### config.mk
export PLATFORM = sky130hd
export DESIGN_NAME = bus_to_mem
export DESIGN_NICKNAME = d
export VERILOG_FILES = /design/src/verilog/bus_pkg.sv /design/src/verilog/mem_map_pkg.sv /design/src/verilog/bus_to_mem.sv
export SDC_FILE = /design/constraint.sdc
export NUM_CORES = 1
export LEC_CHECK = 0
export ABC_AREA = 1
export BUFFER_PORTS_ARGS = -buffer_cell sky130_fd_sc_hd__buf_2
export CAP_MARGIN = 20
export CORE_AREA = 3 3 148 150
export CTS_CLUSTER_SIZE = 8
export DETAILED_ROUTE_END_ITERATION = 10
export DIE_AREA = 0 0 151 153
export GPL_TIMING_DRIVEN = 0
export HOLD_SLACK_MARGIN = 0.08
export PLACE_DENSITY = 0.46
export SKIP_CTS_REPAIR_TIMING = 1
export SYNTH_ARGS = -nofsm -noshare
export SYNTH_HDL_FRONTEND = slang
export SYNTH_SLANG_ARGS = --single-unit
export TNS_END_PERCENT = 1
### constraint.sdc
create_clock -name clk_i -period 3.35 [get_ports clk_i]
set_input_delay 0.67 -clock clk_i [delete_from_list [all_inputs] [get_ports clk_i]]
set_output_delay 0.67 -clock clk_i [all_outputs]
set_load 0.1 [all_outputs]
### src/verilog/bus_pkg.sv
// Bus package
// Widths and response codes of the single-beat read/write bus

package bus_pkg;

  // ----------------------------------------------------------
  // Channel widths
  // ----------------------------------------------------------
  localparam int unsigned ADDR_W = 32;
  localparam int unsigned DATA_W = 64;
  localparam int unsigned STRB_W = DATA_W / 8;
  localparam int unsigned ID_W   = 4;

  // Low address bits that pick a byte inside one data word
  localparam int unsigned BYTE_OFF_W = $clog2(STRB_W);

  // ----------------------------------------------------------
  // Response codes
  // ----------------------------------------------------------
  localparam int unsigned RESP_W = 2;

  localparam logic [RESP_W-1:0] RESP_OKAY   = 2'b00;
  localparam logic [RESP_W-1:0] RESP_SLVERR = 2'b10;

endpackage

### src/verilog/mem_map_pkg.sv
// Memory map package
// Internal memory size, the tohost location and the tohost word layout

package mem_map_pkg;

  // 8 KiB of 64-bit words starting at byte address 0
  localparam int unsigned NUM_WORDS   = 1024;
  localparam int unsigned WORD_ADDR_W = $clog2(NUM_WORDS);

  // ----------------------------------------------------------
  // Host communication
  // ----------------------------------------------------------
  localparam logic [bus_pkg::ADDR_W-1:0] TOHOST_ADDR = 32'h0000_1000;

  // Word index of tohost as seen on the SRAM port
  localparam logic [WORD_ADDR_W-1:0] TOHOST_WORD =
    WORD_ADDR_W'(TOHOST_ADDR >> bus_pkg::BYTE_OFF_W);

  localparam int unsigned EXIT_CODE_W = 31;

  // Field view of the low tohost word
  typedef struct packed {
    logic [EXIT_CODE_W-1:0] exit_code;
    logic                   done;
  } tohost_fields_t;

  // Same 32 bits seen as raw store data or as fields
  typedef union packed {
    logic [31:0]    raw;
    tohost_fields_t f;
  } tohost_word_t;

endpackage

### src/verilog/bus_to_mem.sv
// Bus to memory bridge
// Serves one single-beat read or write at a time as an SRAM request

`timescale 1ns/1ps

module bus_to_mem (
  input  logic                                clk_i,
  input  logic                                rst_n_i,
  // Write address, data and response
  input  logic                                aw_valid_i,
  input  logic [bus_pkg::ID_W-1:0]            aw_id_i,
  input  logic [bus_pkg::ADDR_W-1:0]          aw_addr_i,
  output logic                                aw_ready_o,
  input  logic                                w_valid_i,
  input  logic [bus_pkg::DATA_W-1:0]          w_data_i,
  input  logic [bus_pkg::STRB_W-1:0]          w_strb_i,
  output logic                                w_ready_o,
  output logic                                b_valid_o,
  output logic [bus_pkg::ID_W-1:0]            b_id_o,
  output logic [bus_pkg::RESP_W-1:0]          b_resp_o,
  input  logic                                b_ready_i,
  // Read address and data
  input  logic                                ar_valid_i,
  input  logic [bus_pkg::ID_W-1:0]            ar_id_i,
  input  logic [bus_pkg::ADDR_W-1:0]          ar_addr_i,
  output logic                                ar_ready_o,
  output logic                                r_valid_o,
  output logic [bus_pkg::ID_W-1:0]            r_id_o,
  output logic [bus_pkg::DATA_W-1:0]          r_data_o,
  output logic [bus_pkg::RESP_W-1:0]          r_resp_o,
  input  logic                                r_ready_i,
  // SRAM port
  output logic                                mem_req_o,
  output logic                                mem_we_o,
  output logic [mem_map_pkg::WORD_ADDR_W-1:0] mem_addr_o,
  output logic [bus_pkg::STRB_W-1:0]          mem_be_o,
  output logic [bus_pkg::DATA_W-1:0]          mem_wdata_o,
  input  logic [bus_pkg::DATA_W-1:0]          mem_rdata_i
);

  // Controller state is idle, write response or read response.
  // The two pending flags are never high together.
  logic                       b_pend_q;
  logic                       r_pend_q;
  logic [bus_pkg::ID_W-1:0]   id_q;
  logic [bus_pkg::RESP_W-1:0] resp_q;
  logic                       rd_err_q;

  logic idle;
  logic wr_both;
  logic wr_go;
  logic rd_go;
  logic wr_ok;
  logic rd_ok;

  assign idle    = ~b_pend_q & ~r_pend_q;
  assign wr_both = aw_valid_i & w_valid_i;

  // Write wins when both directions ask in the same cycle
  assign wr_go = idle & wr_both;
  assign rd_go = idle & ar_valid_i & ~wr_both;

  // Range check on the word index
  assign wr_ok = (aw_addr_i >> bus_pkg::BYTE_OFF_W) < mem_map_pkg::NUM_WORDS;
  assign rd_ok = (ar_addr_i >> bus_pkg::BYTE_OFF_W) < mem_map_pkg::NUM_WORDS;

  assign aw_ready_o = wr_go;
  assign w_ready_o  = wr_go;
  assign ar_ready_o = rd_go;

  // ----------------------------------------------------------
  // SRAM request, issued in the accept cycle
  // ----------------------------------------------------------
  assign mem_req_o   = (wr_go & wr_ok & (|w_strb_i)) | (rd_go & rd_ok);
  assign mem_we_o    = wr_go;
  assign mem_addr_o  = wr_go ? aw_addr_i[bus_pkg::BYTE_OFF_W +: mem_map_pkg::WORD_ADDR_W]
                             : ar_addr_i[bus_pkg::BYTE_OFF_W +: mem_map_pkg::WORD_ADDR_W];
  assign mem_be_o    = w_strb_i;
  assign mem_wdata_o = w_data_i;

  always_ff @(posedge clk_i) begin
    if (!rst_n_i) begin
      b_pend_q <= 1'b0;
      r_pend_q <= 1'b0;
    end else begin
      if (wr_go) begin
        b_pend_q <= 1'b1;
      end else if (b_pend_q && b_ready_i) begin
        b_pend_q <= 1'b0;
      end
      if (rd_go) begin
        r_pend_q <= 1'b1;
      end else if (r_pend_q && r_ready_i) begin
        r_pend_q <= 1'b0;
      end
    end
  end

  // Response fields held until the master takes them
  always_ff @(posedge clk_i) begin
    if (wr_go) begin
      id_q   <= aw_id_i;
      resp_q <= wr_ok ? bus_pkg::RESP_OKAY : bus_pkg::RESP_SLVERR;
    end else if (rd_go) begin
      id_q     <= ar_id_i;
      resp_q   <= rd_ok ? bus_pkg::RESP_OKAY : bus_pkg::RESP_SLVERR;
      rd_err_q <= ~rd_ok;
    end
  end

  // ----------------------------------------------------------
  // Response channels
  // ----------------------------------------------------------
  assign b_valid_o = b_pend_q;
  assign b_id_o    = id_q;
  assign b_resp_o  = resp_q;

  // SRAM output stays put while the read response waits
  assign r_valid_o = r_pend_q;
  assign r_id_o    = id_q;
  assign r_resp_o  = resp_q;
  assign r_data_o  = rd_err_q ? '0 : mem_rdata_i;

endmodule

==> reports/summary.txt <==
Critical path peak fanout = 2
Tot Pwr = 1.372 mW
Initial Util = 0.08725
Leading area contributor after synthesis = buf_4
Post-route setup TNS = 0 ns
RSZ-0062 raised after global routing = no
Worst Reg-to-Reg Cells = 4
Fin. Hold Viols = 0
Post-Route WL = 9538 um
Synthesized flop and latch total = 8
Status = completed
Rel. slew slack = 0.6536
WL met2 = 4792 um
CTS max path bufs = 2
DRC = 0
WL met1 = 3770 um
Critical R2R Capture = b_id_o[1]
Crit path from = ar_addr_i[26]
Synthesized cell area = 0.001817 mm2
Total CTS buffers = 3
Max Cap Viol = 0
CP Capture Type = output port
Routed len/inst = 10.39 um
Post-Syn Instances = 331
Synth area leaders = buf_4 (34%), nor2_1 (19%), inv_1 (14%), nand2_1 (11%), edfxtp_1 (9.9%)
Setup Skew = 0.002090 ns
Clk sink count = 8
Leak = 2.550 nW
Drt pass-1 iters = 4
Top layer in use = met4
Utilization after layout = 0.1818
Routability Congestion = 0.7182
Vias per cell = 3.012
Max VDD drop = 0.0002008 V
Total grt overflow = 0
Drt initial violations = 83
Worst EP required = 2.68 ns
Yosys top cell area share = 0.3388
H-tree Lvls = 1
Post-layout nets = 859
Core area = 0.02082 mm2
Clk pin slew, worst setup/hold paths = 0.04 ns
YS warnings = 0
Die span in y = 153 um
First-pass GRT wire length = 12850 um
CP endpoint = mem_req_o
# setup viols final = 0
Root Driver = clkbuf_16
Antenna violations before repair = 0
Register area share after synthesis = 0.1212
Pins Over Slew Limit = 0
Diodes inserted = 0
Die width = 151 um
Distinct cell type count after synthesis = 20
Final period util = 0.7430
Synthesis-to-layout area growth = 108.3%
Max Freq = 401.8 MHz
P per Cell Area = 362.5 mW/mm2
Setup CP Type = input port to output port
Vias = 2765
Die area = 0.02310 mm2
Mean Syn Cell Area = 5.489 um2
WP data arrival = 1.82 ns
Largest net degree at the start of global routing = 13
R2R setup slack = 1.99 ns
Worst hold path class = flip-flop to flip-flop
DR WL met3 = 881 um
Row cnt = 53
Detailed Place HPWL = 8679 um
Vias in the first global route = 2489
Most frequent cells in the layout = buf_2 (314), nor2_1 (92), buf_4 (82)
Leading cell type in the layout, fill and taps excluded = buf_2
Num ports = 380
CTS tree = yes
Layout cells sized above 1 = 0.6361
PortBufs = 307
Total GRT Usage = 0.06992
Slew @ Worst Pin = 0.5232 ns
Clk_lat worst skew = 0.24 ns
Reg2reg start = r_valid_o
Min Tclk post-route = 2.489 ns
Antenna Violating Nets Remaining = 0
Startpoint types = input port
## routing by layer
| layer | global-route usage | up-vias |
|---|---|---|
| li1 | - | 1475 |
| met1 | 0.08335 | 1118 |
| met2 | 0.1316 | 168 |
| met3 | 0.01245 | 4 |
| met4 | 0.009931 | 0 |
| met5 | 0 | - |
## critical path, stage by stage
cell and delay (ns):
buf_2 0.10, nor2_1 0.10, nand2_1 0.06, nor2_1 0.26, nand4_1 0.14, nand2_1 0.09, buf_2 0.42
## area by class of cell
class / instances / area [um2]
fill: 2403 / 17040
timing repair buffer: 307 / 1536
buffer: 90 / 670.6
multi-input combinational: 164 / 666.9
tap: 275 / 344.1
inverter: 70 / 267.8
sequential: 8 / 220.2
clock buffer: 4 / 78.83
## per-stage QoR
step | setup slack, ns | hold WS, ns | area (um2) | std cells
final | 0.8609 | 0.5206 | 3785 | 918
after global routing | 0.7379 | 0.5396 | 3785 | 918
after CTS | 0.8077 | 0.5226 | 3785 | 918
after detailed placement | 0.8135 | 0.5153 | 3706 | 914
after global placement | 0.8288 | 0.5178 | 3706 | 914
after floorplan | 0.3037 | 0.7878 | 1826 | 332
## logic make-up (layout without fill, tap and decap cells)
group,Yosys count,in the layout,share of synthesized area
and+or+nand+nor,160,160,0.3519
buffers and inverters,160,471,0.5165
DFF,8,8,0.1212
AOI/OAI and AO/OA,2,2,0.008268
other,1,2,0.002064
## state kept, by name, summed over array words and instances, names as in the netlist
register   cells
rd_err_q       1
b_id_o         4
r_valid_o      1
b_valid_o      1
b_resp_o       1
## cell usage after synthesis
| cell | count |
|---|---|
| nor2_1 | 92 |
| buf_4 | 82 |
| inv_1 | 68 |
| nand2_1 | 55 |
| buf_2 | 7 |
| edfxtp_1 | 6 |
| nand2_2 | 4 |
| nand4_1 | 3 |
| dfxtp_1 | 2 |
| nand3_1 | 2 |
| a21boi_0 | 1 |
| buf_12 | 1 |
| conb_1 | 1 |
| inv_2 | 1 |
| inv_6 | 1 |
| nand2_4 | 1 |
| nor2_2 | 1 |
| nor2_4 | 1 |
| nor3_1 | 1 |
| o21a_1 | 1 |
## how the worst min path moves through the flow
stage	startpoint	endpoint	slack, ns	cells past startpoint
floorplan	rst_n_i	r_valid_o	0.79	1
CTS	b_valid_o	b_valid_o	0.52	2
global route	b_valid_o	b_valid_o	0.54	2
finish	b_valid_o	b_valid_o	0.52	2
detailed placement	b_valid_o	b_valid_o	0.52	2
global placement	b_valid_o	b_valid_o	0.52	2
## power breakdown
part	internal, mW	switching, mW
logic	0.212	0.819
clock network	0.160	0.0592
registers	0.118	0.00501
Note: power is estimated with default switching activity, not from simulation.
