===== src/verilog/bus_pkg.sv =====
// Bus package
// Widths and response codes of the single-beat read/write bus

package bus_pkg;

  // ----------------------------------------------------------
  // Channel widths
  // ----------------------------------------------------------
  localparam int unsigned ADDR_W = 32;
  localparam int unsigned DATA_W = 64;
  localparam int unsigned STRB_W = DATA_W / 8;
  localparam int unsigned ID_W   = 4;

  // Low address bits that pick a byte inside one data word
  localparam int unsigned BYTE_OFF_W = $clog2(STRB_W);

  // ----------------------------------------------------------
  // Response codes
  // ----------------------------------------------------------
  localparam int unsigned RESP_W = 2;

  localparam logic [RESP_W-1:0] RESP_OKAY   = 2'b00;
  localparam logic [RESP_W-1:0] RESP_SLVERR = 2'b10;

endpackage


===== src/verilog/bus_switch.sv =====
// Bus switch
// Steers master traffic to the memory bridge or to the external slave port

`timescale 1ns/1ps

module bus_switch (
  input  logic                           ext_active_i,
  // Master side requests
  input  logic                           m_aw_valid_i, m_w_valid_i, m_b_ready_i,
  input  logic                           m_ar_valid_i, m_r_ready_i,
  input  logic [bus_pkg::ID_W-1:0]       m_aw_id_i, m_ar_id_i,
  input  logic [bus_pkg::ADDR_W-1:0]     m_aw_addr_i, m_ar_addr_i,
  input  logic [bus_pkg::DATA_W-1:0]     m_w_data_i,
  input  logic [bus_pkg::STRB_W-1:0]     m_w_strb_i,
  // Bridge responses
  input  logic                           s_aw_ready_i, s_w_ready_i, s_b_valid_i,
  input  logic                           s_ar_ready_i, s_r_valid_i,
  input  logic [bus_pkg::ID_W-1:0]       s_b_id_i, s_r_id_i,
  input  logic [bus_pkg::RESP_W-1:0]     s_b_resp_i, s_r_resp_i,
  input  logic [bus_pkg::DATA_W-1:0]     s_r_data_i,
  // External slave responses
  input  logic                           ext_aw_ready_i, ext_w_ready_i, ext_b_valid_i,
  input  logic                           ext_ar_ready_i, ext_r_valid_i,
  input  logic [bus_pkg::ID_W-1:0]       ext_b_id_i, ext_r_id_i,
  input  logic [bus_pkg::RESP_W-1:0]     ext_b_resp_i, ext_r_resp_i,
  input  logic [bus_pkg::DATA_W-1:0]     ext_r_data_i,
  // Master side responses
  output logic                           m_aw_ready_o, m_w_ready_o, m_b_valid_o,
  output logic                           m_ar_ready_o, m_r_valid_o,
  output logic [bus_pkg::ID_W-1:0]       m_b_id_o, m_r_id_o,
  output logic [bus_pkg::RESP_W-1:0]     m_b_resp_o, m_r_resp_o,
  output logic [bus_pkg::DATA_W-1:0]     m_r_data_o,
  // Bridge requests
  output logic                           s_aw_valid_o, s_w_valid_o, s_b_ready_o,
  output logic                           s_ar_valid_o, s_r_ready_o,
  output logic [bus_pkg::ID_W-1:0]       s_aw_id_o, s_ar_id_o,
  output logic [bus_pkg::ADDR_W-1:0]     s_aw_addr_o, s_ar_addr_o,
  output logic [bus_pkg::DATA_W-1:0]     s_w_data_o,
  output logic [bus_pkg::STRB_W-1:0]     s_w_strb_o,
  // External slave requests
  output logic                           ext_aw_valid_o, ext_w_valid_o, ext_b_ready_o,
  output logic                           ext_ar_valid_o, ext_r_ready_o,
  output logic [bus_pkg::ID_W-1:0]       ext_aw_id_o, ext_ar_id_o,
  output logic [bus_pkg::ADDR_W-1:0]     ext_aw_addr_o, ext_ar_addr_o,
  output logic [bus_pkg::DATA_W-1:0]     ext_w_data_o,
  output logic [bus_pkg::STRB_W-1:0]     ext_w_strb_o
);

  // ----------------------------------------------------------
  // Response path back to the master
  // ----------------------------------------------------------
  assign {m_aw_ready_o, m_w_ready_o, m_b_valid_o, m_b_id_o, m_b_resp_o,
          m_ar_ready_o, m_r_valid_o, m_r_id_o, m_r_data_o, m_r_resp_o} =
    ext_active_i ?
      {ext_aw_ready_i, ext_w_ready_i, ext_b_valid_i, ext_b_id_i, ext_b_resp_i,
       ext_ar_ready_i, ext_r_valid_i, ext_r_id_i, ext_r_data_i, ext_r_resp_i} :
      {s_aw_ready_i, s_w_ready_i, s_b_valid_i, s_b_id_i, s_b_resp_i,
       s_ar_ready_i, s_r_valid_i, s_r_id_i, s_r_data_i, s_r_resp_i};

  // ----------------------------------------------------------
  // Handshakes reach only the selected target
  // ----------------------------------------------------------
  assign s_aw_valid_o = m_aw_valid_i & ~ext_active_i;
  assign s_w_valid_o  = m_w_valid_i  & ~ext_active_i;
  assign s_b_ready_o  = m_b_ready_i  & ~ext_active_i;
  assign s_ar_valid_o = m_ar_valid_i & ~ext_active_i;
  assign s_r_ready_o  = m_r_ready_i  & ~ext_active_i;

  assign ext_aw_valid_o = m_aw_valid_i & ext_active_i;
  assign ext_w_valid_o  = m_w_valid_i  & ext_active_i;
  assign ext_b_ready_o  = m_b_ready_i  & ext_active_i;
  assign ext_ar_valid_o = m_ar_valid_i & ext_active_i;
  assign ext_r_ready_o  = m_r_ready_i  & ext_active_i;

  // Payload goes to both sides
  assign {s_aw_id_o, s_aw_addr_o, s_w_data_o, s_w_strb_o, s_ar_id_o, s_ar_addr_o} =
    {m_aw_id_i, m_aw_addr_i, m_w_data_i, m_w_strb_i, m_ar_id_i, m_ar_addr_i};
  assign {ext_aw_id_o, ext_aw_addr_o, ext_w_data_o, ext_w_strb_o, ext_ar_id_o, ext_ar_addr_o} =
    {m_aw_id_i, m_aw_addr_i, m_w_data_i, m_w_strb_i, m_ar_id_i, m_ar_addr_i};

endmodule


===== config.mk =====
export PLATFORM = sky130hd
export DESIGN_NAME = bus_switch
export DESIGN_NICKNAME = d
export VERILOG_FILES = /design/src/verilog/bus_pkg.sv /design/src/verilog/bus_switch.sv
export SDC_FILE = /design/constraint.sdc
export NUM_CORES = 1
export LEC_CHECK = 0
export BUFFER_PORTS_ARGS = -buffer_cell sky130_fd_sc_hd__buf_2
export CAP_MARGIN = 20
export CORE_AREA = 3 3 266 268
export DETAILED_ROUTE_END_ITERATION = 6
export DIE_AREA = 0 0 269 271
export PLACE_DENSITY_LB_ADDON = 0.25
export SYNTH_ARGS = -nofsm -noshare
export SYNTH_HDL_FRONTEND = slang
export SYNTH_SLANG_ARGS = --single-unit

===== constraint.sdc =====
create_clock -name vclk -period 1.1
set_input_delay 0.22 -clock vclk [all_inputs]
set_output_delay 0.22 -clock vclk [all_outputs]
set_load 0.02 [all_outputs]

==> results of run 1 <==
-- where the power goes --
group	internal, W	switching [W]
clock network	0.000000000881	0
logic	0.00108	0.000828
registers	0	0
total	0.00108	0.000828
-- per-stage QoR --
step | TNS (ns) | util, % | power (W) | setup WS [ns] | area (um2)
final | -7.628 | 6.615 | 0.001910 | -0.1371 | 4537
after detailed placement | -23.33 | 5.150 | 0.001357 | -0.3611 | 3532
after global routing | -9.150 | 6.604 | 0.002013 | -0.1572 | 4529
after global placement | -22.45 | 5.150 | 0.001353 | -0.3416 | 3532
after CTS | -9.547 | 6.186 | 0.001771 | -0.1685 | 4243
after floorplan | -0.8955 | - | 0.002239 | -0.01119 | 3263
-- logic make-up after synthesis --
group	share of synthesized area [%]
buffers and inverters	70.09
AND/OR/NAND/NOR	1.955
multiplexers	27.95
-- area by class of cell --
cell class                      count  area [um2]
Fill cell                        8043       64050
Timing Repair Buffer              275        2106
Multi-Input combinational cell     91        1249
Tap cell                          931        1165
Antenna cell                        7       17.52
-- layout by cell type (no fill, tap or decap), drive strengths merged --
cell type,netlist,routed
clkbuf,9,1
diode,0,7
and2,5,5
nor2b,4,4
mux2,81,81
and2b,1,1
buf,289,274
-- per-layer routing --
metal	global-route usage, %	wire (um)	up-vias
met5	0	41	-
met4	2.255	1303	6
met3	2.492	3673	107
met2	9.256	9843	422
met1	4.470	6251	1020
li1	-	-	921
-- worst paths after layout --
path	startpoint	to	slack (ns)
worst min-delay path	m_w_data_i[22]	ext_w_data_o[22]	0.44
worst max-delay path	ext_active_i	m_r_data_o[14]	-0.14
-- worst max-delay path, stage by stage --
cell       delay [ns]
buf_16           0.13
clkbuf_16        0.19
mux2_4           0.31
buf_6            0.13
-- what timing repair did --
item / 4_1_cts / 5_1_grt
pin swaps: 0 / 0
cloned: 4 / 1
endpoints found under the setup margin: 90 / 86
resized for setup: 176 / 76
buffers inserted: 2 / 0
hold endpoints to repair: 0 / 0
==> out/metrics.cfg, run 1 <==
[power]
max-vdd-ir-drop_uv=133.4
p_per_area_nw_per_um2=421.0
p_leak_nw=1.990

[synthesis]
avgSynthCellArea_um2=8.389
synth_cell_types=8
synth.most_common_cell=buf_4
synth_largest_area_cell=buf_4
synth_fp_nets=701
yosysSeqAreaShare_pct=0
syn-cell-area_um2=3263
yosysWarnings=0
synth_common_cells=buf_4, mux2_2, clkbuf_8
synth_area_leaders=buf_4, mux2_2, clkbuf_8
yosysTopAreaCellShare_pct=66.26
syn_inst=389

[layout]
nClkBuffers=0
nets=680
area_growth_pct=39.03
regArea_um2=0
drive_above_1_share_pct=98.63
final_cell_count_no_fill=1304
numSequentialCells=0

[global_route]
grt_pass1_wl_um=23510
antenna_found_initial=20
grt_max_degree=17
grt_pass1_vias=2479
track_usage_pct=4.981
overflow=0

[critical_path]
cp_max_fo=8
start_kind=primary input
worstPathRequired_ns=0.88
critPathKind=in2out
cp-end-kind=output port
cp.arrival_ns=1.02

[sta]
finalSetupViolCount=81
hold_slack_ns=0.4400
period_share_pct=112.5
worst_pin_slew_ns=0.1489
fin_ws_ns=-0.1371
fmaxAchievable_mhz=808.4
rsz0062_at_grt=yes
hold_violations=0
maxSlewHeadroom_pct=90.14
slew_viol_final=0
layout_min_cycle_time_ns=1.237

[outcome]
violations=negative setup slack
status=complete, but fails checks

[floorplan]
die_area_um2=72900
fp.coreArea_um2=68590
start_util_pct=4.758
die_h_um=271
die_w_um=269
ioPinCount=691
rows=96

[worst_hold_path]
min_path_type=in2out
holdPathStages=0

[routing]
ant_nets=0
first_pass_iters=4
route.detailed.drc=0
drt_iter0_markers=73
wirelength_um=21110
vias=2476
wl_per_cell_um=16.19
routed_via_density=1.899

[cts]
cts_hold_buffers=0

[placement]
hpwl_um=18680
place_inst=1290
gp_congestion=0.6188
port_buffers=259

[job]
maxCapViolCount=0

No activity file was read; power rests on OpenSTA's default activity.
==> run 2: changes to the inputs <==
- BUFFER_PORTS_ARGS: -buffer_cell sky130_fd_sc_hd__buf_2 -> -buffer_cell sky130_fd_sc_hd__buf_4
- REMOVE_ABC_BUFFERS: not set -> 1
==> out/metrics.cfg, run 2 (synthesis results as in run 1) <==
[outcome]
status=complete, but fails checks
violations=negative setup slack

[critical_path]
path_delay_family=buffers and inverters
critPathKind=in2out
cp_max_fo=7
cp-end-kind=output port
cpMostUsedCell=clkbuf_16
worstPathRequired_ns=0.88
startpoint=ext_active_i
start_kind=primary input
worst-path-stages=4
critPathBufInv=3
slowest_stage=mux2_4
crit_chain=clkbuf_16, clkbuf_16, mux2_4, buf_6
cp.arrival_ns=1.05
critPathMaxStageDelay_ns=0.30

[power]
p_per_area_nw_per_um2=418.9
power_w=0.002163
max-vdd-ir-drop_uv=145.1
swShare_pct=38.41
comb_power_share_pct=100.0
p_leak_nw=2.258
pwr-share-seq_pct=0
clkPwrFrac_pct=0
p_int_w=0.001332
switchingPower_w=0.0008309

[sta]
period_share_pct=115.0
maxSlewHeadroom_pct=91.11
slew_viol_final=0
layout_min_cycle_time_ns=1.265
rsz0062_at_grt=yes
hold_violations=0
fmaxAchievable_mhz=790.3
finalSetupViolCount=91
worst_pin_slew_ns=0.1334
fin_ws_ns=-0.1654
setup_tns_ns=-9.686

[floorplan]
die_area_um2=72900
rows=96
ioPinCount=691
die_h_um=271
fp.coreArea_um2=68590
start_util_pct=4.758
die_w_um=269

[routing]
drt_iter0_markers=202
first_pass_iters=4
vias=3305
routed_via_density=2.536
wirelength_um=71130
wl_per_cell_um=54.59
ant_nets=0
route.detailed.drc=0

[layout]
final_common_cell=buf_4
area_growth_pct=58.24
fillers=8080
postLayoutCellArea_um2=5164
nets=685
numSequentialCells=0
nClkBuffers=0
drive_above_1_share_pct=99.19
final_cell_mix=buf_4, buf_6, mux2_4
regArea_um2=0

[worst_hold_path]
min_path_type=in2out
worstHoldEndpoint=s_ar_addr_o[5]
hold_path.startpoint=m_ar_addr_i[5]
holdPathStages=0

[placement]
post_dp_cell_area_um2=4170
hpwl_um=63190
port_buffers=259
place_ws_ns=-0.3580
gp_congestion=0.8356

[global_route]
grt_pass1_wl_um=75600
overflow=0
grt_max_degree=18
track_usage_pct=18.04
antenna_found_initial=1
grt_pass1_vias=3128

[job]
maxCapViolCount=0

[cts]
cts_hold_buffers=0

run 2: cell count changes in the layout (fill, tap and decap cells not counted), moves of 2 or more:
| cell | before | now |
|---|---|---|
| mux2_4 | 68 | 76 |
| buf_6 | 77 | 88 |
| clkbuf_16 | 1 | 7 |
| and2_4 | 2 | 5 |
| diode_2 | 7 | 1 |
| buf_8 | 5 | 2 |
| buf_2 | 179 | 0 |
| and2_1 | 3 | 0 |
| buf_4 | 5 | 175 |
| nor2b_2 | 2 | 0 |
| mux2_2 | 13 | 5 |
run 2: layout make-up:
cell class	count	area [um2]	share of cell area, %
diodes	1	2.502	0.04846
multi-input cells	91	1289	24.96
well taps	931	1165	22.56
repair buffers	280	2708	52.44
run 2: how the worst max path moves through the flow:
stage,endpoint
3_5_place_dp,m_r_data_o[36]
4_1_cts,m_r_data_o[37]
3_3_place_gp,m_r_data_o[36]
6_report,m_r_data_o[47]
5_1_grt,m_r_data_o[47]
2_1_floorplan,m_ar_ready_o
run 2: power by group through the flow:
stage / logic, W / registers, W / clock network, W
2_1_floorplan: 0.000628 / 0 / 0
3_3_place_gp: 0.00163 / 0 / 0
3_5_place_dp: 0.00163 / 0 / 0
4_1_cts: 0.00189 / 0 / 0
5_1_grt: 0.00228 / 0 / 0
6_report: 0.00216 / 0 / 0.000000000122
run 2: metal layers:
layer  up-vias  global-route usage (%)  part of all wire, %
li1        924                       -                    -
met1      1356                   9.284                   19
met4        21                   5.709                  3.9
met3        67                   24.04                   28
met5         -                   11.35                  1.5
met2       937                   30.93                   47
run 2: timing repair:
item / 4_1_cts / 5_1_grt
buffers inserted: 2 / 0
setup endpoints to repair: 91 / 91
pin swaps: 0 / 0
cloned: 3 / 8
resized for setup: 98 / 92
run 2: through the flow:
stage	std cells	hold WS [ns]	util, %
2_1_floorplan	91	0.4400	-
5_1_grt	1302	0.4404	7.525
3_5_place_dp	1289	0.4412	6.080
3_3_place_gp	1289	0.4412	6.080
4_1_cts	1294	0.4412	6.746
6_report	1303	0.4405	7.529
==> run 3: changes to the inputs <==
- ABC_AREA: not set -> 1
- CORE_AREA: 3 3 266 268 -> 3 3 271 273
- DIE_AREA: 0 0 269 271 -> 0 0 274 276
- GPL_ROUTABILITY_DRIVEN: not set -> 0
==> out/metrics.cfg, run 3 <==
[outcome]
status=complete, but fails checks
violations=negative setup slack

[routing]
drt_iter0_markers=206
vias=4101
wl_per_cell_um=52.05
first_pass_iters=4
ant_nets=0
wirelength_um=78700
routed_via_density=2.712
route.detailed.drc=0

[sta]
layout_min_cycle_time_ns=1.192
maxSlewHeadroom_pct=89.73
fmaxAchievable_mhz=838.8
period_share_pct=108.4
fin_ws_ns=-0.09222
slew_viol_final=0
finalSetupViolCount=82
hold_violations=0
setup_tns_ns=-3.350
worst_pin_slew_ns=0.1541
rsz0062_at_grt=yes

[critical_path]
cp_max_fo=5
worstPathRequired_ns=0.88
critPathKind=in2out
cp.arrival_ns=0.97
start_kind=primary input
cp-end-kind=output port

[synthesis]
avgSynthCellArea_um2=5.824
yosysWarnings=0
yosysTopAreaCellShare_pct=65.36
syn-cell-area_um2=3319
synth_common_cells=buf_4, nand2_1, inv_1
synth_area_leaders=buf_4, nand2_1, clkbuf_8
yosysSeqAreaShare_pct=0
synth.most_common_cell=buf_4
syn_inst=570
synth_cell_types=8
synth_largest_area_cell=buf_4

[power]
switchingPower_w=0.001153
p_per_area_nw_per_um2=422.3
max-vdd-ir-drop_uv=180.0
p_int_w=0.001244
clkPwrFrac_pct=0
swShare_pct=48.10
comb_power_share_pct=100.0
pwr-share-seq_pct=0
p_leak_nw=2.689

[layout]
final_cell_mix=buf_4, nand2_1, buf_6
area_growth_pct=70.98
numSequentialCells=0
multi_input_area_um2=1435
fillers=8463
final_common_cell=buf_4
regArea_um2=0
drive_above_1_share_pct=74.51
utilization_pct=7.953
nClkBuffers=0
nets=875

[global_route]
overflow=0
grt_pass1_vias=3603
grt_max_degree=31
grt_pass1_wl_um=83430
track_usage_pct=18.92
antenna_found_initial=1

[job]
maxCapViolCount=0

[placement]
port_buffers=259
hpwl_um=67760

[floorplan]
start_util_pct=4.651
ioPinCount=691
rows=98
die_h_um=276
die_area_um2=75620
fp.coreArea_um2=71360
die_w_um=274

[cts]
cts_hold_buffers=0

[worst_hold_path]
min_path_type=in2out

## run 3: cell count changes after synthesis, moves of 4 or more
cell,change
nor2_1,+5
mux2_2,-81
nand2_1,+248
inv_1,+10
buf_2,+8
nor2b_1,-4
and2_1,-5
## run 3: stage by stage
stage / instances / hold WS [ns] / setup slack [ns] / power [W] / area [um2]
floorplan: 264 / 0.4400 / -0.2383 / 0.0005978 / 991.0
global placement: 1489 / 0.4404 / -0.3649 / 0.001708 / 4283
detailed placement: 1489 / 0.4404 / -0.3963 / 0.001710 / 4283
CTS: 1495 / 0.4404 / -0.1256 / 0.001927 / 4662
global route: 1512 / 0.4404 / -0.1117 / 0.002558 / 5675
finish: 1512 / 0.4402 / -0.09222 / 0.002397 / 5675
## run 3: area by class of cell
cell class	count	share of cell area, %
timing repair inverter	2	0.8157
multi-input combinational	253	25.29
inverter	11	1.190
tap	950	20.94
timing repair buffer	295	51.72
antenna	1	0.04409
## run 3: power by group through the flow
stage / sequential (W) / combinational [W] / clock, W
6_report: 0 / 0.00240 / 0.000000000106
3_5_place_dp: 0 / 0.00171 / 0
3_3_place_gp: 0 / 0.00171 / 0
5_1_grt: 0 / 0.00256 / 0.0000000000791
2_1_floorplan: 0 / 0.000598 / 0
4_1_cts: 0 / 0.00193 / 0
## run 3: metal layers
layer,vias to the layer above,part of all wire [%],track usage (%)
met5,-,1.4,10.46
met4,24,4.0,5.677
met3,79,25,23.83
met2,909,47,32.21
met1,1706,22,10.97
li1,1383,-,-
## run 3: cells by family after synthesis
group | Yosys count | share of synthesized area, %
buf+inv | 317 | 71.39
simple gates | 253 | 28.61
## run 3: critical path: stages
cell       delay [ns]
buf_16           0.16
clkinv_16        0.10
clkbuf_16        0.21
nand2_2          0.07
nand2_2          0.05
buf_6            0.12
## run 3: path summary, 6_finish.rpt
check | from | endpoint | slack (ns) | cells past startpoint
worst max-delay path | ext_active_i | m_r_data_o[51] | -0.09 | 6
worst min-delay path | m_aw_addr_i[6] | ext_aw_addr_o[6] | 0.44 | 0
## run 3: repair_timing
action,in CTS,in global routing
setup endpoints to repair,91,90
setup buffers,3,1
gates cloned,3,16
gates resized for setup,73,204
pin swaps,0,32
