File: src/verilog/bus_pkg.sv
// Bus package
// Widths and response codes of the single-beat read/write bus

package bus_pkg;

  // ----------------------------------------------------------
  // Channel widths
  // ----------------------------------------------------------
  localparam int unsigned ADDR_W = 32;
  localparam int unsigned DATA_W = 64;
  localparam int unsigned STRB_W = DATA_W / 8;
  localparam int unsigned ID_W   = 4;

  // Low address bits that pick a byte inside one data word
  localparam int unsigned BYTE_OFF_W = $clog2(STRB_W);

  // ----------------------------------------------------------
  // Response codes
  // ----------------------------------------------------------
  localparam int unsigned RESP_W = 2;

  localparam logic [RESP_W-1:0] RESP_OKAY   = 2'b00;
  localparam logic [RESP_W-1:0] RESP_SLVERR = 2'b10;

endpackage

File: src/verilog/mem_map_pkg.sv
// Memory map package
// Internal memory size, the tohost location and the tohost word layout

package mem_map_pkg;

  // 8 KiB of 64-bit words starting at byte address 0
  localparam int unsigned NUM_WORDS   = 1024;
  localparam int unsigned WORD_ADDR_W = $clog2(NUM_WORDS);

  // ----------------------------------------------------------
  // Host communication
  // ----------------------------------------------------------
  localparam logic [bus_pkg::ADDR_W-1:0] TOHOST_ADDR = 32'h0000_1000;

  // Word index of tohost as seen on the SRAM port
  localparam logic [WORD_ADDR_W-1:0] TOHOST_WORD =
    WORD_ADDR_W'(TOHOST_ADDR >> bus_pkg::BYTE_OFF_W);

  localparam int unsigned EXIT_CODE_W = 31;

  // Field view of the low tohost word
  typedef struct packed {
    logic [EXIT_CODE_W-1:0] exit_code;
    logic                   done;
  } tohost_fields_t;

  // Same 32 bits seen as raw store data or as fields
  typedef union packed {
    logic [31:0]    raw;
    tohost_fields_t f;
  } tohost_word_t;

endpackage

File: src/verilog/tohost_monitor.sv
// Tohost monitor
// Catches the end-of-test store to tohost and keeps its exit code

`timescale 1ns/1ps

module tohost_monitor (
  input  logic                                clk_i,
  input  logic                                rst_n_i,
  input  logic                                mem_req_i,
  input  logic                                mem_we_i,
  input  logic [mem_map_pkg::WORD_ADDR_W-1:0] mem_addr_i,
  input  logic [bus_pkg::STRB_W-1:0]          mem_be_i,
  input  logic [bus_pkg::DATA_W-1:0]          mem_wdata_i,
  output logic                                exit_valid_o,
  output logic [mem_map_pkg::EXIT_CODE_W-1:0] exit_code_o
);

  mem_map_pkg::tohost_word_t word;
  logic                      hit;

  assign word.raw = mem_wdata_i[31:0];

  // Full store to the low 32 bits of the tohost word
  assign hit = mem_req_i & mem_we_i & (&mem_be_i[3:0])
             & (mem_addr_i == mem_map_pkg::TOHOST_WORD);

  // First store with done set wins
  always_ff @(posedge clk_i) begin
    if (!rst_n_i) begin
      exit_valid_o <= 1'b0;
      exit_code_o  <= '0;
    end else if (hit && word.f.done && !exit_valid_o) begin
      exit_valid_o <= 1'b1;
      exit_code_o  <= word.f.exit_code;
    end
  end

endmodule
File: config.mk
export PLATFORM = sky130hd
export DESIGN_NAME = tohost_monitor
export DESIGN_NICKNAME = d
export VERILOG_FILES = /design/src/verilog/bus_pkg.sv /design/src/verilog/mem_map_pkg.sv /design/src/verilog/tohost_monitor.sv
export SDC_FILE = /design/constraint.sdc
export NUM_CORES = 1
export LEC_CHECK = 0
export BUFFER_PORTS_ARGS = -buffer_cell sky130_fd_sc_hd__buf_2
export CORE_MARGIN = 1.5
export CORE_UTILIZATION = 37
export CTS_CLUSTER_DIAMETER = 50
export CTS_CLUSTER_SIZE = 10
export DETAILED_ROUTE_END_ITERATION = 12
export PLACE_DENSITY = 0.81
export SYNTH_ARGS = -nofsm -noshare
export SYNTH_HDL_FRONTEND = slang
export SYNTH_SLANG_ARGS = --single-unit
File: constraint.sdc
create_clock -name clk_i -period 1.17 [get_ports clk_i]
set_input_delay 0 -clock clk_i [delete_from_list [all_inputs] [get_ports clk_i]]
set_output_delay 0 -clock clk_i [all_outputs]
set_load 0.005 [all_outputs]
==> results by group, run 1 <==
Global routing
  – Vias in the first global route: 1381
  – Global router's overall resource usage: 18.5%
  – Largest net degree at the start of global routing: 64
  – Initial antenna violation count: 0
  – Grt ovf: 0
  – First-pass GRT wire length: 5860 um

Setup path
  – Worst reg2reg setup slack: 0.04 ns
  – Crit path cell chain: inv_2, and3_4, nand4_4, buf_12, mux2i_1
  – Crit path capture: exit_code_o[8]
  – Critical Path RT: 1.41 ns
  – Critical Path Start: exit_valid_o
  – Critical path fanouts, max: 17
  – CP Launch Type: flip-flop
  – Number of cells on the worst reg-to-reg path: 5
  – Worst EP arrival: 1.38 ns
  – Crit Path Class: reg -> reg
  – CP Capture Type: flip-flop
  – Slowest stage delay, CP: 0.33 ns
  – Crit Reg-Reg Startpoint: exit_valid_o
  – CP max stage cell: dfxtp_2
  – FF-to-FF End: exit_code_o[8]

Timing
  – Final min period: 1.13 ns
  – Final Cycle Share: 96.8%
  – RSZ-0062 raised after global routing: yes
  – Setup ws final: 0.0370 ns
  – Fin. max-slew vios: 0
  – Count of final hold-check violations: 0
  – Measured slew at the worst slew-check pin: 0.328 ns
  – Final-report setup violation count: 0
  – Setup TNS: 0 ns
  – Skew final: 0.00631 ns
  – Max Fclk: 0.883 GHz
  – Slew HR: 78.0%

Floorplanning
  – Core ar.: 3390 um2
  – Die height: 63.0 um
  – # rows: 21
  – Die width: 63.0 um
  – Die area: 3960 um2
  – Io pins: 118
  – Starting Density: 39.2%

Pwr
  – Seq pwr share: 57.9%
  – P_sw: 422 uW
  – Pwr dens: 859 nW/um2
  – Clk pwr share: 29.7%
  – P_int: 1460 uW
  – Comb power frac: 12.5%
  – Switching share of power: 22.4%
  – Leak Pwr: 0.00127 uW
  – VDD IR-drop max: 0.642 mV

Finish
  – Ant diodes: 0
  – Register area: 642 um2
  – Most frequent cells in the layout: buf_2, nand2_1, mux2i_1, dfxtp_1, dlygate4sd3_1
  – Multi-input logic area: 631 um2
  – # fillers: 276
  – Share of layout cells above drive strength 1: 38.1%
  – Area grow syn2layout: 64.5%
  – Most common cell after layout, fill and taps aside: buf_2
  – Final nets: 343

Logic synthesis
  – Synth area leader: dfxtp_1
  – Area share of the largest cell type after synthesis: 48.2%
  – Sequential area share after synthesis: 48.2%
  – Avg Synthesized Cell Area: 9.30 um2
  – Post-Synthesis Cells: 143
  – Top cells by area, synth: dfxtp_1, mux2i_1, nand2_1
  – #FFs+latches synth: 32
  – Synthesized Nets: 229
  – Unique masters post-synth: 12
  – Mapped cell area: 1330 um2
  – Yosys synthesis warning count: 0

Flow run
  – Max-cap violations: 0

Drt
  – Vias: 1365
  – WL final: 3440 um
  – Vias per Instance: 4.50
  – Detailed-route wire length per cell: 11.3 um
  – Routed Antenna Nets: 0
  – 1st-pass router iterations: 4
  – DRC: 0
  – DRT iter0 DRCs: 25

CTS
  – Root Driver: clkbuf_4
  – Maximum clock path buffer count: 2
  – Clk_lat worst skew: 0.32 ns
  – # H-tree levels: 2
  – Clock-pin transition on the worst setup and hold timing paths: 0.09 ns
  – CTS tree: yes
  – CTS Buf Count: 5
  – Clock Sinks: 32

Outcome
  – Status: completed

Place
  – DP HPWL: 2020 um
  – I/O Buffers: 81
  – RD Place Congestion: 0.631
  – Pre-CTS setup slack: 0.0561 ns

Min path
  – Worst min path class: in -> reg
[timing repair]
| action | 4_1_cts | 5_1_grt |
|---|---|---|
| buffers inserted | 0 | 1 |
| gates resized for setup | 0 | 3 |
| endpoints found under the hold margin | 31 | 0 |
| hold buffers | 31 | 0 |
| setup endpoints to repair | 0 | 31 |
[power groups by stage]
| stage | Clock [uW] | Combinational [uW] | Sequential [uW] |
|---|---|---|---|
| floorplan | 0 | 59.1 | 1110 |
| global placement | 0 | 147 | 1110 |
| detailed placement | 0 | 151 | 1110 |
| CTS | 599 | 230 | 1090 |
| global route | 638 | 257 | 1090 |
| finish | 558 | 234 | 1090 |
[final cells by class]
type / instances / share of cell area (%)
Clock inverter: 1 / 0.229
Multi-Input combinational cell: 100 / 28.8
Inverter: 1 / 0.172
Clock buffer: 6 / 1.89
Sequential cell: 32 / 29.3
Timing Repair Buffer: 117 / 36.9
Tap cell: 46 / 2.63
[metal layers]
metal,track usage (%),part of all wire (%)
met1,19.1,41
met2,35.2,52
met3,5.95,6.2
met4,5.00,0.41
met5,0,0
[through the flow]
stage	utilization (%)	cells	total power, uW	area (um2)	hold WS [ns]
after floorplan	-	143	1170	1330	0.139
after detailed placement	52.9	263	1260	1790	0.249
after CTS	63.4	301	1920	2150	0.150
after global placement	52.9	263	1260	1790	0.243
final	64.6	303	1880	2190	0.170
after global routing	64.6	303	1980	2190	0.168
[cell families after synthesis]
| logic type | Yosys count | synth area share [%] |
|---|---|---|
| AND/OR/NAND/NOR | 68 | 23.1 |
| AO/OA/AOI/OAI | 1 | 0.565 |
| flip-flops | 32 | 48.2 |
| buffers and inverters | 11 | 4.80 |
| multiplexers | 31 | 23.3 |
[synthesized netlist by cell type]
master	instances
mux2i_1	31
nor4_2	1
a21boi_1	1
buf_6	3
nor4b_2	1
nand2_1	62
and3_1	1
clkbuf_1	7
and4b_1	2
nand4_4	1
inv_1	1
dfxtp_1	32
[registers in the layout, summed over array words and instances, names as in the netlist]
| name | flops |
|---|---|
| exit_valid_o | 1 |
| exit_code_o | 31 |
[critical path, delay by kind of cell, from the launching register on]
| kind | cells | cell delay [ns] |
|---|---|---|
| and+or+nand+nor | 2 | 0.30 |
| buffers and inverters | 2 | 0.25 |
| DFF | 1 | 0.33 |
| muxes | 1 | 0.17 |
[worst min-delay path by stage]
stage / startpoint / endpoint / slack, ns / depth (start not counted)
after floorplan: mem_wdata_i[1] / exit_code_o[0] / 0.14 / 2
after global routing: rst_n_i / exit_code_o[2] / 0.17 / 4
final: rst_n_i / exit_code_o[6] / 0.17 / 4
after CTS: rst_n_i / exit_code_o[6] / 0.15 / 4
after detailed placement: mem_wdata_i[11] / exit_code_o[10] / 0.25 / 3
after global placement: mem_wdata_i[16] / exit_code_o[15] / 0.24 / 3
No activity file was read; power rests on OpenSTA's default activity.
==> run 2: changes to the inputs <==
- BUFFER_PORTS_ARGS: -buffer_cell sky130_fd_sc_hd__buf_2 -> -buffer_cell sky130_fd_sc_hd__clkbuf_2
==> results by group, run 2 (synthesis gave the netlist of run 1 again) <==
Outcome
  – Status: completed

Finish
  – Most common cell after layout, fill and taps aside: clkbuf_2
  – Most frequent cells in the layout: clkbuf_2, nand2_1, mux2i_1, dfxtp_1, dlygate4sd3_1
  – Share of layout cells above drive strength 1: 38.5%
  – Ant diodes: 0
  – Multi-input logic area: 631 um2
  – Register area: 642 um2
  – Largest regs: exit_code_o (31), exit_valid_o (1)
  – Max reg flops: 31
  – # fillers: 266
  – Most flop-heavy register: exit_code_o
  – Post-Layout Cell Count: 303
  – Final nets: 342
  – Area grow syn2layout: 67.6%

Drt
  – DRC: 0
  – Vias: 1349
  – WL final: 3400 um
  – Routed Antenna Nets: 0
  – Vias per Instance: 4.45
  – DRT iter0 DRCs: 48
  – Detailed-route wire length per cell: 11.2 um
  – 1st-pass router iterations: 4

Timing
  – Max Fclk: 0.886 GHz
  – Count of final hold-check violations: 0
  – RSZ-0062 raised after global routing: yes
  – Slew HR: 78.1%
  – Final min period: 1.13 ns
  – Skew final: 0.0100 ns
  – Final-report setup violation count: 0
  – Final Cycle Share: 96.4%
  – Measured slew at the worst slew-check pin: 0.325 ns
  – Fin. max-slew vios: 0

Global routing
  – First-pass GRT wire length: 5660 um
  – Global router's overall resource usage: 17.7%
  – Met2 GRT Util: 34.7%
  – GRT met1 Usage: 16.7%
  – Grt ovf: 0
  – Met3 Use GR: 7.03%
  – Vias in the first global route: 1372
  – Busiest grt layer: met2
  – Largest net degree at the start of global routing: 64
  – Initial antenna violation count: 0

CTS
  – Maximum clock path buffer count: 2
  – Post-CTS Setup Inserts: 0
  – CTS tree: yes
  – # H-tree levels: 2
  – Clock Sinks: 32
  – Root Driver: clkbuf_4
  – Clk_lat worst skew: 0.32 ns
  – Clock-pin transition on the worst setup and hold timing paths: 0.10 ns
  – CTS Buf Count: 5

Pwr
  – VDD IR-drop max: 0.787 mV
  – Leak Pwr: 0.00127 uW
  – Total power draw: 2250 uW
  – Pwr dens: 1010 nW/um2

Min path
  – Worst min path class: in -> reg
  – Hold Path Depth: 4

Place
  – DP HPWL: 2010 um
  – RD Place Congestion: 0.615
  – I/O Buffers: 81
  – DP Cell Count: 263

Setup path
  – CP Capture Type: flip-flop
  – Critical path fanouts, max: 8
  – Critical Path Start: exit_valid_o
  – Number of cells on the worst reg-to-reg path: 5
  – Crit path capture: exit_code_o[20]
  – Critical Path RT: 1.38 ns
  – Worst EP arrival: 1.34 ns
  – Worst reg2reg setup slack: 0.04 ns
  – CP Launch Type: flip-flop
  – Crit Reg-Reg Startpoint: exit_valid_o
  – Crit Path Class: reg -> reg
  – FF-to-FF End: exit_code_o[20]

Flow run
  – Max-cap violations: 0

Floorplanning
  – Die area: 3960 um2
  – Core ar.: 3390 um2
  – Die width: 63.0 um
  – Die height: 63.0 um
  – Starting Density: 39.2%
  – # rows: 21
  – Io pins: 118
[run 2: what timing repair did]
action,in CTS,in global routing
hold buffers,31,0
endpoints found under the setup margin,0,20
resized for setup,0,3
hold endpoints to repair,31,0
[run 2: worst min-delay path by stage]
stage / from / endpoint / slack, ns
6_report: rst_n_i / exit_code_o[11] / 0.15
4_1_cts: rst_n_i / exit_code_o[2] / 0.14
2_1_floorplan: mem_wdata_i[1] / exit_code_o[0] / 0.14
5_1_grt: rst_n_i / exit_code_o[11] / 0.15
3_3_place_gp: mem_wdata_i[16] / exit_code_o[15] / 0.23
3_5_place_dp: mem_wdata_i[19] / exit_code_o[18] / 0.23
[run 2: routing by layer]
layer | share of wire [%] | routed length [um] | vias to the layer above
met1 | 42 | 1430 | 597
met2 | 49 | 1680 | 54
li1 | - | - | 690
met4 | 1.3 | 44 | 0
met5 | 0 | 0 | -
met3 | 7.3 | 248 | 8
[run 2: final cells by class]
| class | count | share of cell area (%) |
|---|---|---|
| Tap cell | 46 | 2.58 |
| Clock inverter | 1 | 1.35 |
| Clock buffer | 7 | 2.92 |
| Inverter | 1 | 0.168 |
| Sequential cell | 32 | 28.8 |
| Multi-Input combinational cell | 100 | 28.3 |
| Timing Repair Buffer | 116 | 35.9 |
[run 2: report_power, final]
| part | internal (uW) | switching [uW] |
|---|---|---|
| Clock | 567 | 362 |
| Sequential | 1090 | 0.00478 |
| Combinational | 150 | 85.3 |
| Total | 1810 | 448 |
[run 2: through the flow]
stage | util [%] | setup TNS [ns] | setup WS, ns | area, um2 | hold slack, ns
floorplan | - | 0 | 0.0946 | 1330 | 0.139
global placement | 52.9 | 0 | 0.0728 | 1790 | 0.226
detailed placement | 52.9 | 0 | 0.0586 | 1790 | 0.231
CTS | 64.9 | 0 | 0.0486 | 2200 | 0.135
global route | 65.8 | -0.234 | -0.0356 | 2230 | 0.149
finish | 65.8 | 0 | 0.0418 | 2230 | 0.151
[run 2: worst max-delay path: stages, from the launching register on]
cell,delay [ns]
dfxtp_2,0.34
inv_2,0.05
and3_4,0.17
nand4_4,0.13
clkbuf_16,0.23
mux2i_1,0.11
==> run 3: changes to the inputs <==
- BUFFER_PORTS_ARGS: -buffer_cell sky130_fd_sc_hd__clkbuf_2 -> unset
- CORE_UTILIZATION: 37 -> 50
- DONT_BUFFER_PORTS: unset -> 1
- PLACE_DENSITY: 0.81 -> 0.67
- RECOVER_POWER: unset -> 25
==> results by group, run 3 (synthesis gave the netlist of run 1 again) <==
Outcome
  – Status: completed

Setup path
  – Critical path fanouts, max: 15
  – Crit path max-delay family: flip-flops
  – Worst reg2reg setup slack: 0.02 ns
  – CP Capture Type: flip-flop
  – Crit Path Class: reg -> reg
  – CP max stage cell: dfxtp_2
  – Worst EP arrival: 1.41 ns
  – Slowest stage delay, CP: 0.33 ns
  – Number of cells on the worst reg-to-reg path: 5
  – FF-to-FF End: exit_code_o[1]
  – Crit Reg-Reg Startpoint: exit_valid_o
  – Crit path cell chain: inv_2, and3_4, nand4_4, buf_12, mux2i_1
  – CP bufs+invs: 2
  – CP Launch Type: flip-flop
  – Critical Path RT: 1.42 ns

Timing
  – Fin. max-slew vios: 0
  – Final Cycle Share: 98.5%
  – Measured slew at the worst slew-check pin: 0.309 ns
  – Setup ws final: 0.0176 ns
  – Max Fclk: 0.868 GHz
  – Count of final hold-check violations: 0
  – Final-report setup violation count: 0
  – Slew HR: 79.2%
  – Final min period: 1.15 ns
  – Skew final: 0.00680 ns
  – RSZ-0062 raised after global routing: yes

Place
  – DP Cell Count: 167
  – I/O Buffers: 0
  – DP HPWL: 1760 um
  – Pre-CTS setup slack: 0.0450 ns
  – RD Place Congestion: 0.590
  – Placed inst area: 1360 um2

Floorplanning
  – # rows: 18
  – Core ar.: 2500 um2
  – Io pins: 118
  – Die area: 2980 um2
  – Die width: 54.6 um
  – Die height: 54.6 um
  – Starting Density: 53.2%

Finish
  – Max reg flops: 31
  – Largest regs: exit_code_o (31), exit_valid_o (1)
  – Fin area: 2080 um2
  – Share of layout cells above drive strength 1: 10.1%
  – # fillers: 146
  – Post-Layout Cell Count: 238
  – Most common cell after layout, fill and taps aside: nand2_1
  – Final nets: 293
  – Most flop-heavy register: exit_code_o
  – Most frequent cells in the layout: nand2_1, dlygate4sd3_1, mux2i_1, dfxtp_1, clkbuf_4
  – Ant diodes: 0
  – Area grow syn2layout: 56.6%

Pwr
  – Pwr dens: 949 nW/um2
  – Leak Pwr: 0.000999 uW
  – VDD IR-drop max: 0.840 mV

CTS
  – Clock Sinks: 32
  – CTS Buf Count: 5
  – Clock-pin transition on the worst setup and hold timing paths: 0.10 ns
  – CTS tree: yes
  – # H-tree levels: 2
  – Maximum clock path buffer count: 2
  – Root Driver: clkbuf_4
  – Clk_lat worst skew: 0.33 ns

Global routing
  – Initial antenna violation count: 0
  – Largest net degree at the start of global routing: 36
  – Grt ovf: 0
  – First-pass GRT wire length: 5130 um
  – Global router's overall resource usage: 25.6%
  – Vias in the first global route: 1234

Min path
  – Hold Path Origin: mem_addr_i[1]
  – Worst Hold Endpoint: exit_code_o[13]
  – Hold Path Depth: 4
  – Worst min path class: in -> reg

Drt
  – Detailed-route wire length per cell: 16.0 um
  – Vias: 1222
  – Routed Antenna Nets: 0
  – WL final: 3810 um
  – Vias per Instance: 5.13
  – 1st-pass router iterations: 6
  – DRT iter0 DRCs: 22
  – DRC: 0

Flow run
  – Max-cap violations: 0
run 3: changes by cell type in the layout (fill, tap and decap cells not counted):
cell           change
buf_4              +3
bufinv_16          -1
clkbuf_2          -81
clkbuf_8           -1
clkinv_2           +2
dlygate4sd3_1     +29
run 3: how the worst max path moves through the flow:
stage | start | to | slack [ns] | depth (start not counted)
after floorplan | exit_valid_o | exit_code_o[0] | 0.09 | 5
after global placement | exit_valid_o | exit_code_o[5] | 0.08 | 5
after detailed placement | exit_valid_o | exit_code_o[16] | 0.04 | 5
after CTS | exit_valid_o | exit_code_o[16] | 0.02 | 5
after global routing | exit_valid_o | exit_code_o[1] | -0.05 | 5
final | exit_valid_o | exit_code_o[1] | 0.02 | 5
run 3: layout make-up:
type / instances / area, um2 / share of cell area (%)
repair buffers: 67 / 708 / 34.0
flip-flops and latches: 32 / 642 / 30.8
multi-input cells: 100 / 631 / 30.3
clock buffers: 6 / 51.3 / 2.46
well taps: 30 / 37.5 / 1.80
clock inverters: 2 / 10.0 / 0.480
inverters: 1 / 3.75 / 0.180
run 3: metal layers:
metal | share of wire, % | GRT usage [%] | vias up
li1 | - | - | 594
met1 | 38 | 24.0 | 567
met2 | 53 | 49.6 | 54
met3 | 7.4 | 9.56 | 7
met4 | 1.1 | 9.58 | 0
met5 | 0 | 0 | -
run 3: repair_timing:
| item | CTS | global route |
|---|---|---|
| setup endpoints to repair | 0 | 24 |
| endpoints found under the hold margin | 32 | 0 |
| hold buffers | 61 | 0 |
| setup buffers | 0 | 1 |
| gates resized for setup | 0 | 3 |
run 3: worst min-delay path, stage by stage:
cell	delay, ns
nor4b_2	0.03
nand4_4	0.13
buf_12	0.15
mux2i_1	0.07
run 3: power by group:
part	switching, uW	total (uW)	leakage [uW]	internal (uW)
Clock	375	661	0.0000380	286
Sequential	0.00710	1090	0.000258	1090
Combinational	69.3	228	0.000703	159
Total	444	1980	0.000999	1530
run 3: through the flow:
stage                     hold WS, ns  utilization (%)  setup TNS, ns  power (uW)
final                          0.0959             83.3              0        1980
after global routing            0.101             83.3         -0.357        2070
after CTS                      0.0898             81.8              0        1980
after detailed placement        0.146             54.5              0        1150
after global placement          0.142             54.5              0        1150
after floorplan                 0.139                -              0        1170
